--- config.mk ---
export PLATFORM = sky130hd
export DESIGN_NAME = decode_unit
export DESIGN_NICKNAME = d
export VERILOG_FILES = /design/src/verilog/rv_isa_pkg.sv /design/src/verilog/decode_cfg_pkg.sv /design/src/verilog/inst_decoder.sv /design/src/verilog/inst_router.sv /design/src/verilog/decode_unit.sv
export SDC_FILE = /design/constraint.sdc
export NUM_CORES = 1
export LEC_CHECK = 0
export BUFFER_PORTS_ARGS = -buffer_cell sky130_fd_sc_hd__buf_2
export CORE_MARGIN = 5
export CORE_UTILIZATION = 46
export DETAILED_ROUTE_END_ITERATION = 6
export PLACE_DENSITY = 0.89
export RECOVER_POWER = 50
export SYNTH_ARGS = -nofsm -noshare
export SYNTH_HDL_FRONTEND = slang
export SYNTH_HIERARCHICAL = 1
export SYNTH_SLANG_ARGS = --single-unit
--- constraint.sdc ---
create_clock -name clk -period 5.3 [get_ports clk]
set_input_delay 0.265 -clock clk [delete_from_list [all_inputs] [get_ports clk]]
set_output_delay 0.265 -clock clk [all_outputs]
set_load 0.01 [all_outputs]
--- src/verilog/rv_isa_pkg.sv ---
// ~~~~~~~~~~~~~~~~~~~~~~~~~~~~~~
// instruction set view of the decode stage: micro-ops, major opcodes
// and the one-hot subset masks a pipe uses to declare what it runs
// import into any block that decodes or routes micro-ops
// ~~~~~~~~~~~~~~~~~~~~~~~~~~~~~~
package rv_isa_pkg;

  localparam int num_uops = 7;            // legal micro-ops, one subset bit each

  // micro-op handed to the execution pipes, op_illegal marks a dropped word
  typedef enum logic [3:0] {
    op_add,
    op_mul,
    op_lw,
    op_sw,
    op_jal,
    op_jalr,
    op_beq,
    op_illegal
  } rv_uop;

  // major opcode field, bits 6:0 of the instruction word
  typedef enum logic [6:0] {
    opc_op     = 7'b0110011,              // register-register arithmetic, add and mul
    opc_load   = 7'b0000011,
    opc_store  = 7'b0100011,
    opc_jal    = 7'b1101111,
    opc_jalr   = 7'b1100111,
    opc_branch = 7'b1100011
  } rv_opcode;

  // bit n is set when micro-op n of rv_uop is supported
  typedef logic [num_uops-1:0] rv_subset;

  localparam rv_subset op_add_vec  = 7'b0000001;
  localparam rv_subset op_mul_vec  = 7'b0000010;
  localparam rv_subset op_lw_vec   = 7'b0000100;
  localparam rv_subset op_sw_vec   = 7'b0001000;
  localparam rv_subset op_jal_vec  = 7'b0010000;
  localparam rv_subset op_jalr_vec = 7'b0100000;
  localparam rv_subset op_beq_vec  = 7'b1000000;

endpackage

--- src/verilog/decode_cfg_pkg.sv ---
// ~~~~~~~~~~~~~~~~~~~~~~~~~~~~~~
// microarchitecture defaults for the decode stage
// the top level takes its pipe count and pipe masks from here
// ~~~~~~~~~~~~~~~~~~~~~~~~~~~~~~
package decode_cfg_pkg;

  import rv_isa_pkg::*;

  localparam int xlen           = 32;     // data and immediate width
  localparam int num_pipes_dflt = 3;

  // pipe 0 is the alu and branch pipe
  localparam rv_subset pipe0_subset = op_add_vec | op_jal_vec | op_jalr_vec | op_beq_vec;
  // pipe 1 owns the multiplier but also takes spill-over adds
  localparam rv_subset pipe1_subset = op_add_vec | op_mul_vec;
  // pipe 2 is the memory pipe
  localparam rv_subset pipe2_subset = op_lw_vec | op_sw_vec;

  // element 0 sits at the low end, so pipe 0 is the rightmost entry
  localparam rv_subset [num_pipes_dflt-1:0] pipe_subsets_dflt = {
    pipe2_subset,
    pipe1_subset,
    pipe0_subset
  };

endpackage

--- src/verilog/inst_decoder.sv ---
// ~~~~~~~~~~~~~~~~~~~~~~~~~~~~~~
// combinational decoder for the supported rv32 instructions
// turns one word into a micro-op, register fields and an immediate
// ~~~~~~~~~~~~~~~~~~~~~~~~~~~~~~
`timescale 1ns/1ps

module inst_decoder
  import rv_isa_pkg::*;
  import decode_cfg_pkg::*;
(
  input  logic [31:0]     inst,
  output rv_uop           uop,
  output logic [4:0]      rd,
  output logic [4:0]      rs1,
  output logic [4:0]      rs2,
  output logic [xlen-1:0] imm
);

  rv_opcode        opcode;
  logic [2:0]      funct3;
  logic [6:0]      funct7;
  logic [xlen-1:0] imm_i;
  logic [xlen-1:0] imm_s;
  logic [xlen-1:0] imm_b;
  logic [xlen-1:0] imm_j;

  assign opcode = rv_opcode'(inst[6:0]);  // unknown encodings fall to the default arm
  assign funct3 = inst[14:12];
  assign funct7 = inst[31:25];

  // register fields sit at fixed positions in every format
  assign rd  = inst[11:7];
  assign rs1 = inst[19:15];
  assign rs2 = inst[24:20];

  // all immediates sign-extend from bit 31
  assign imm_i = {{(xlen-12){inst[31]}}, inst[31:20]};
  assign imm_s = {{(xlen-12){inst[31]}}, inst[31:25], inst[11:7]};
  assign imm_b = {{(xlen-13){inst[31]}}, inst[31], inst[7], inst[30:25], inst[11:8], 1'b0};
  assign imm_j = {{(xlen-21){inst[31]}}, inst[31], inst[19:12], inst[20], inst[30:21], 1'b0};

  always_comb begin
    uop = op_illegal;                     // anything not matched below is dropped later
    case (opcode)
      opc_op: begin
        if (funct3 == 3'b000 && funct7 == 7'b0000000) uop = op_add;
        if (funct3 == 3'b000 && funct7 == 7'b0000001) uop = op_mul;   // m extension
      end
      opc_load: begin
        if (funct3 == 3'b010) uop = op_lw;                            // word loads only
      end
      opc_store: begin
        if (funct3 == 3'b010) uop = op_sw;
      end
      opc_jal: uop = op_jal;              // no funct3 in the j format
      opc_jalr: begin
        if (funct3 == 3'b000) uop = op_jalr;
      end
      opc_branch: begin
        if (funct3 == 3'b000) uop = op_beq;
      end
      default: uop = op_illegal;
    endcase
  end

  // immediate is picked by the decoded micro-op, so an illegal word carries zero
  always_comb begin
    case (uop)
      op_lw, op_jalr: imm = imm_i;
      op_sw:          imm = imm_s;
      op_beq:         imm = imm_b;
      op_jal:         imm = imm_j;
      default:        imm = '0;
    endcase
  end

endmodule

--- src/verilog/inst_router.sv ---
// ~~~~~~~~~~~~~~~~~~~~~~~~~~~~~~
// priority router from the decode register to the execution pipes
// the lowest ready pipe whose subset holds the micro-op takes it
// ~~~~~~~~~~~~~~~~~~~~~~~~~~~~~~
`timescale 1ns/1ps

module inst_router_unit
  import rv_isa_pkg::*;
#(
  parameter rv_subset p_isa_subset = op_add_vec
) (
  input  rv_uop uop,
  input  logic  already_found,            // a lower pipe takes this micro-op now
  input  logic  rdy,
  output logic  val,
  output logic  been_found,
  output logic  supports
);

  rv_subset uop_vec;

  always_comb begin
    case (uop)                            // one-hot view of the micro-op
      op_add:  uop_vec = op_add_vec;
      op_mul:  uop_vec = op_mul_vec;
      op_lw:   uop_vec = op_lw_vec;
      op_sw:   uop_vec = op_sw_vec;
      op_jal:  uop_vec = op_jal_vec;
      op_jalr: uop_vec = op_jalr_vec;
      op_beq:  uop_vec = op_beq_vec;
      default: uop_vec = '0;              // op_illegal matches no pipe
    endcase
  end

  assign supports   = |(uop_vec & p_isa_subset);
  assign val        = supports & ~already_found;        // own rdy stays out of val
  assign been_found = (supports & rdy) | already_found; // pass the claim up the chain

endmodule

module inst_router
  import rv_isa_pkg::*;
  import decode_cfg_pkg::*;
#(
  parameter int                          p_num_pipes    = num_pipes_dflt,
  parameter rv_subset [p_num_pipes-1:0]  p_pipe_subsets = pipe_subsets_dflt
) (
  input  rv_uop                  uop,
  input  logic [p_num_pipes-1:0] ex_rdy,
  output logic [p_num_pipes-1:0] ex_val,
  output logic                   routed,      // some pipe takes the micro-op this cycle
  output logic                   unsupported  // no configured pipe can run it
);

  logic [p_num_pipes:0]   found;
  logic [p_num_pipes-1:0] supports;

  assign found[0] = 1'b0;                 // nothing claimed below pipe 0

  for (genvar i = 0; i < p_num_pipes; i++) begin : g_unit
    inst_router_unit #(
      .p_isa_subset (p_pipe_subsets[i])
    ) inst_router_unit_i (
      .uop           (uop),
      .already_found (found[i]),
      .rdy           (ex_rdy[i]),
      .val           (ex_val[i]),
      .been_found    (found[i+1]),
      .supports      (supports[i])
    );
  end

  assign routed      = found[p_num_pipes];
  assign unsupported = ~|supports;

  // the chain must hand each micro-op to a single pipe
  always_comb begin
    assert #0 ($onehot0(ex_val & ex_rdy))
      else $error("router transfers on several pipes at once, val %b rdy %b", ex_val, ex_rdy);
  end

endmodule

--- src/verilog/decode_unit.sv ---
// ~~~~~~~~~~~~~~~~~~~~~~~~~~~~~~
// decode stage top level, one word per cycle from fetch
// holds the word, decodes it and steers it to an execution pipe
// dropped words raise illegal for one cycle
// ~~~~~~~~~~~~~~~~~~~~~~~~~~~~~~
`timescale 1ns/1ps

module decode_unit
  import rv_isa_pkg::*;
  import decode_cfg_pkg::*;
#(
  parameter int                          p_num_pipes    = num_pipes_dflt,
  parameter rv_subset [p_num_pipes-1:0]  p_pipe_subsets = pipe_subsets_dflt
) (
  input  logic                   clk,
  input  logic                   rst,

  // fetch side
  input  logic                   in_val,
  output logic                   in_rdy,
  input  logic [31:0]            in_inst,

  // execution pipes, payload is broadcast to all of them
  output logic [p_num_pipes-1:0] ex_val,
  input  logic [p_num_pipes-1:0] ex_rdy,
  output rv_uop                  ex_uop,
  output logic [4:0]             ex_rd,
  output logic [4:0]             ex_rs1,
  output logic [4:0]             ex_rs2,
  output logic [xlen-1:0]        ex_imm,

  output logic                   illegal
);

  logic        valid_q;                   // decode register holds a word
  logic [31:0] inst_q;
  rv_uop       dec_uop;
  rv_uop       route_uop;
  logic        routed;
  logic        unsupported;
  logic        leave;

  inst_decoder inst_decoder_i (
    .inst (inst_q),
    .uop  (dec_uop),
    .rd   (ex_rd),
    .rs1  (ex_rs1),
    .rs2  (ex_rs2),
    .imm  (ex_imm)
  );

  // an empty register looks like an illegal op, which no pipe claims
  assign route_uop = valid_q ? dec_uop : op_illegal;

  inst_router #(
    .p_num_pipes    (p_num_pipes),
    .p_pipe_subsets (p_pipe_subsets)
  ) inst_router_i (
    .uop         (route_uop),
    .ex_rdy      (ex_rdy),
    .ex_val      (ex_val),
    .routed      (routed),
    .unsupported (unsupported)
  );

  assign ex_uop  = dec_uop;
  assign illegal = valid_q & unsupported;           // only for the one cycle it sits here
  assign leave   = valid_q & (routed | unsupported); // taken by a pipe or dropped
  assign in_rdy  = ~valid_q | leave;                 // refill in the same cycle it empties

  always_ff @(posedge clk) begin
    if (rst) begin
      valid_q <= 1'b0;
    end else if (in_rdy) begin
      valid_q <= in_val;                  // clears when fetch has nothing to give
    end
  end

  always_ff @(posedge clk) begin
    if (in_rdy && in_val) begin
      inst_q <= in_inst;                  // payload needs no reset, valid_q guards it
    end
  end

  // a word that has not left must stay put until a pipe takes it
  a_hold_word: assert property (
    @(posedge clk) disable iff (rst)
    (valid_q && !leave) |=> (valid_q && $stable(inst_q))
  ) else $error("decode register changed before its word left");

endmodule

# == Yosys cells after proc, flatten, opt, wreduce, memory -nomap -nowiden ==
# Index checks and enable logic that the tools add are counted.
# classes
n_eq_ne,19
n_mux,10
bitwise,14
reduce_logical,12
# op_table
op,n
$pmux W32 S4,1
$pmux W7 S7,1
$eq A4 B3 Y1 const B,6
$pmux W4 S6,1
$eq A7 B7 Y1 const B,3
$eq A4 B2 Y1 const B,4
$eq A7 B6 Y1 const B,2
$mux W3,4
$and A1 B1 Y1,7
$eq A7 B1 Y1 const B,1
$eq A7 B2 Y1 const B,1
$logic_not A7 Y1,1
$reduce_or A7 Y1,1
$reduce_or A2 Y1,3
$eq A4 B1 Y1 const B,1
$logic_not A4 Y1,1
$mux W4,1
$or A1 B1 Y1,4
$reduce_or A4 Y1,1
$eq A3 B2 Y1 const B,1
$logic_and A1 B1 Y1,3
$logic_not A3 Y1,1
$not A1 Y1,3
$mux W2,1
other kinds (2),2
# word_totals
register_bits,33
in_bits,38
word_cells,57

# == Depth between registers and ports, before layout ==
# depth
depth_word,16
depth_mapped,14
mapped_depth_nobuf,13

# == Modules after synthesis ==
# Netlist, hierarchy kept.
# modules_own_cells
module,n_inst,cells_per_inst,area_each_um2
decode_unit,1,42,1042.2
inst_decoder,1,105,782.0
inst_router_unit at inst_router_i.g_unit[0].inst_router_unit_i,1,5,41.3
inst_router_unit at inst_router_i.g_unit[2].inst_router_unit_i,1,3,36.3
inst_router_unit at inst_router_i.g_unit[1].inst_router_unit_i,1,3,23.8
inst_router,1,2,13.8

# == Worst setup path after synthesis ==
# Ideal clock, no wire load.
# synth_timing
kind,register to register
start,reg inst_q[14]
end,reg inst_q[0] (enable)
setup_time_ns,0.392
arrival_time_ns,3.597
t_required_ns,4.908
path_slack_ns,1.310
path_stages_with_launch,14
n_path_buf,0
synth_period_minus_slack_ns,3.990
path_cell_list,edfxtp_1 -> nor3_1 -> nand3_1 -> o311a_1 -> nor2_2 -> inv_1 -> or2b_1 -> or3b_1 -> o31ai_2 -> a21o_1 -> a21o_1 -> a21o_2 -> or3b_1 -> and2_1
# synth_between
elab_chain_len,16
word_cells_on_any_way,34
cone_classes,eq/ne (7); mux (9); bitwise (8); reduce/logical (10)
# synth_rtl
element,line,rtl
"start, declared",decode_unit.sv:36,logic [31:0] inst_q;
"start signal, assigned",decode_unit.sv:81,inst_q <= in_inst;
$logic_not A3 Y1,"inst_decoder.sv:46, inst_decoder.sv:47, inst_decoder.sv:60",
$logic_and A1 B1 Y1,inst_decoder.sv:46,if (funct3 == 3'b000 && funct7 == 7'b0000000) uop = op_add;
$mux W3,inst_decoder.sv:46,
$mux W3,inst_decoder.sv:47,if (funct3 == 3'b000 && funct7 == 7'b0000001) uop = op_mul;
$pmux W4 S6 (*),inst_decoder.sv:44,case (opcode)
net ex_uop[0],decode_unit.sv:26,"output rv_uop ex_uop,"
$mux W4 (*),decode_unit.sv:53,assign route_uop = valid_q ? dec_uop : op_illegal;
net route_uop[0],decode_unit.sv:38,rv_uop route_uop;
[3 not listed],--,
net inst_router_i.supports[0],inst_router.sv:56,logic [p_num_pipes-1:0] supports;
[1 not listed],--,
net inst_router_i.found[1],inst_router.sv:55,logic [p_num_pipes:0] found;
[1 not listed],--,
net inst_router_i.found[2],inst_router.sv:55,
$or A1 B1 Y1 (*),inst_router.sv:37,assign been_found = (supports & rdy) | already_found;
net routed,decode_unit.sv:39,logic routed;
$or A1 B1 Y1 (*),decode_unit.sv:68,assign leave = valid_q & (routed | unsupported);
$and A1 B1 Y1 (*),decode_unit.sv:68,
$or A1 B1 Y1 (*),decode_unit.sv:69,assign in_rdy = ~valid_q | leave;
net in_rdy,decode_unit.sv:20,"output logic in_rdy,"
$logic_and A1 B1 Y1 (*),decode_unit.sv:80,if (in_rdy && in_val) begin
# Mark *: on every way through the listed nets, which the timed path passes. The rest lies on a longest branch.
# A chain may end at the register's enable or synchronous reset.

# == Final worst setup path ==
# layout_timing
start,reg inst_q[4]
end,reg inst_q[17] (enable)
# layout_between
elab_chain_len,13
word_cells_on_any_way,30
cone_classes,eq/ne (12); mux (3); bitwise (8); reduce/logical (7)
# layout_rtl
element,line,rtl
$eq A7 B7 Y1 (tied with other cells),inst_decoder.sv:44,
$pmux W4 S6 (*),inst_decoder.sv:44,
$mux W4 (*),decode_unit.sv:53,
net route_uop[0],decode_unit.sv:38,
$eq A4 B3 Y1 (tied with other cells),inst_router.sv:23,case (uop)
$pmux W7 S7 (*),inst_router.sv:23,
$reduce_or A4 Y1 (*),inst_router.sv:35,assign supports = |(uop_vec & p_isa_subset);
net inst_router_i.supports[0],inst_router.sv:56,
[1 not listed],--,
net inst_router_i.found[1],inst_router.sv:55,
$or A1 B1 Y1 (*),inst_router.sv:37,
net inst_router_i.found[2],inst_router.sv:55,
$or A1 B1 Y1 (*),inst_router.sv:37,
net routed,decode_unit.sv:39,
$or A1 B1 Y1 (*),decode_unit.sv:68,
$and A1 B1 Y1 (*),decode_unit.sv:68,
$or A1 B1 Y1 (*),decode_unit.sv:69,
$logic_and A1 B1 Y1 (*),decode_unit.sv:80,
# Marks and branches as above.

==> reports/metrics.yaml <==
status: "completed"
crit_type: "flip-flop to flip-flop"
firstDrtPassIters: 4
setup_viol: 0
cts_tree: "done"
worst-endpoint-required_ps: 5240
fp.dieH_um: 74.9
arrival_ps: 4320
leakagePower_nw: 1.04
die_w_um: 74.9
wire_per_inst_um: 15.0
synth_top_area_share_pct: 49.5
die_area_um2: 5610
post_cts_buffers: 0
critPathLaunchType: "flip-flop"
synth-edff-count: 32
finalWirelength_um: 4240
hold_buffers: 0
routabilityCongestion: 0.947
synthArstFlopShare_pct: 0
place_area_um2: 2250
dp_hpwl_um: 3470
maxCapViolCount: 0
post-route-period-util_pct: 82.6
cts_buffer_depth: 2
crit_start: "inst_q[4]$_DFFE_PP_"
synthDistinctLibCells: 54
syn_avg_cell_area_um2: 12.1
antenna_found_initial: 0
netlist_top_cells_area: "edfxtp_1, buf_4, a21o_1, a22o_1, and2_1"
hp-class: "input pin to flip-flop"
synth_largest_area_cell: "edfxtp_1"
first_iter_violations: 30
grt_pass1_wl_um: 6680
antenna_left: 0
worstHoldEndpoint: "valid_q$_SDFFE_PP0P_"
final_hold_viol_count: 0
netlist_area_um2: 1940
grt_overflow: 0
grt_pass1_vias: 1492
final_max_slew_viol_count: 0
initial_utilization_pct: 47.8
core_area_um2: 4060
h-tree-depth: 2
skew_ps: 7.12
fmax_mhz: 229
synth-main-ff-cell: "edfxtp_1"
tightest_slew_ps: 1150
reg2reg_to: "inst_q[17]$_DFFE_PP_"
post_cts_resized: 0
nets: 270
ys_seq_area_share_pct: 50.6
vias: 1496
fin_area_um2: 2300
final_layout_size_suffix_gt1_share_pct: 40.3
drcViolationCount: 0
via_per_inst: 5.29
insertedDiodeCount: 0
fin_crit_ps: 4380
ys_warn_count: 6
yosysMostFrequentCell: "edfxtp_1"
grt_max_degree: 33
irDropWorstVdd_uv: 203
slew_headroom_pct: 22.5
placement_rows: 23
io_pins: 94
areaGrowthSynthToFinish_pct: 18.5
syn_inst: 160
numPortBuffers: 92
r2r_start: "inst_q[4]$_DFFE_PP_"
numCtsBuffers: 5
grt_usage_pct: 15.9
ys_ff_latch: 33
cts_root_buffer: "clkbuf_8"
r2r_setup_slack_ps: 920
holdPathStages: 2
worstHoldStart: "rst"
reg2reg_depth: 14
rsz0062_at_grt: "no"
fin_setup_tns_ps: 0
clk-insertion-delay-late_ps: 290
cellPowerDensity_nw_per_um2: 263
n_fill_cell: 346
critPathCaptureType: "flip-flop"
cts.clk_slew.worst_paths_ps: 70
cts_sinks: 33
synth_common_cells: "edfxtp_1, buf_4, a21o_1"
crit_fanout: 32
-- area by class of cell --
| class | count | area, um2 | area share, % |
|---|---|---|---|
| clock inverter | 3 | 41.3 | 1.80 |
| clock buffer | 5 | 68.8 | 2.99 |
| inverter | 7 | 26.3 | 1.14 |
| timing repair buffer | 93 | 443 | 19.3 |
| tap | 50 | 62.6 | 2.72 |
| multi-input combinational | 92 | 676 | 29.4 |
| sequential | 33 | 981 | 42.7 |
-- registers in the layout, summed over array words and instances, names as in the netlist --
signal	flops
valid_q	1
inst_q	32
-- layer usage --
metal	GRT usage, %	share of wire [%]
met5	0	0
met4	7.51	1.9
met3	5.47	9.6
met2	27.8	52
met1	17.2	37
-- cells in the final DEF (no fill, tap or decap), types with 4 or more instances in the layout --
| master | instances |
|---|---|
| a22o_1 | 5 |
| clkbuf_8 | 5 |
| nor2_1 | 5 |
| edfxtp_1 | 32 |
| inv_1 | 6 |
| clkbuf_1 | 20 |
| buf_2 | 72 |
| and2_1 | 6 |
| nor3_1 | 5 |
| nor4_1 | 4 |
| a21o_1 | 11 |
| or2b_1 | 4 |
-- worst max-delay path: stages, from the launching register on --
cell and delay [ps]:
edfxtp_1 520, nand3b_1 270, nor3_1 910, o21ai_1 300, nor2_2 220, inv_1 90, or2b_1 240, or3b_1 390
o31ai_2 100, a21o_1 190, a21o_1 100, a21o_2 80, or3b_1 130, and2_1 130, buf_4 360
-- where the power goes --
| part | switching (mW) | total [mW] | internal (mW) |
|---|---|---|---|
| Clock | 0.0896 | 0.228 | 0.138 |
| Sequential | 0.0118 | 0.315 | 0.303 |
| Combinational | 0.0341 | 0.0627 | 0.0286 |
-- cells by family (layout without fill, tap and decap cells) --
kind of cell | after synthesis | count (layout) | synth area share (%)
other | 2 | 3 | 0.387
flip-flops | 33 | 33 | 50.6
AO/OA/AOI/OAI | 38 | 38 | 16.7
XOR/XNOR | 1 | 1 | 0.452
AND/OR/NAND/NOR | 50 | 50 | 19.2
buffers and inverters | 36 | 108 | 12.6
-- stage by stage --
step	worst slack, ps	utilization [%]	power, mW	hold slack (ps)	cells
detailed placement	1320	55.6	0.388	426	275
global route	625	56.6	0.631	126	283
floorplan	1310	-	0.365	334	161
global placement	1430	55.6	0.386	423	275
finish	924	56.6	0.606	127	283
CTS	1300	58.3	0.614	120	283
-- how the worst max path moves through the flow --
stage / endpoint / slack, ps
6_report: inst_q[17]$_DFFE_PP_ / 920
5_1_grt: inst_q[18]$_DFFE_PP_ / 630
4_1_cts: inst_q[25]$_DFFE_PP_ / 1300
3_5_place_dp: inst_q[5]$_DFFE_PP_ / 1320
3_3_place_gp: inst_q[12]$_DFFE_PP_ / 1430
2_1_floorplan: inst_q[0]$_DFFE_PP_ / 1310
Power figures use the tool's default switching activity.
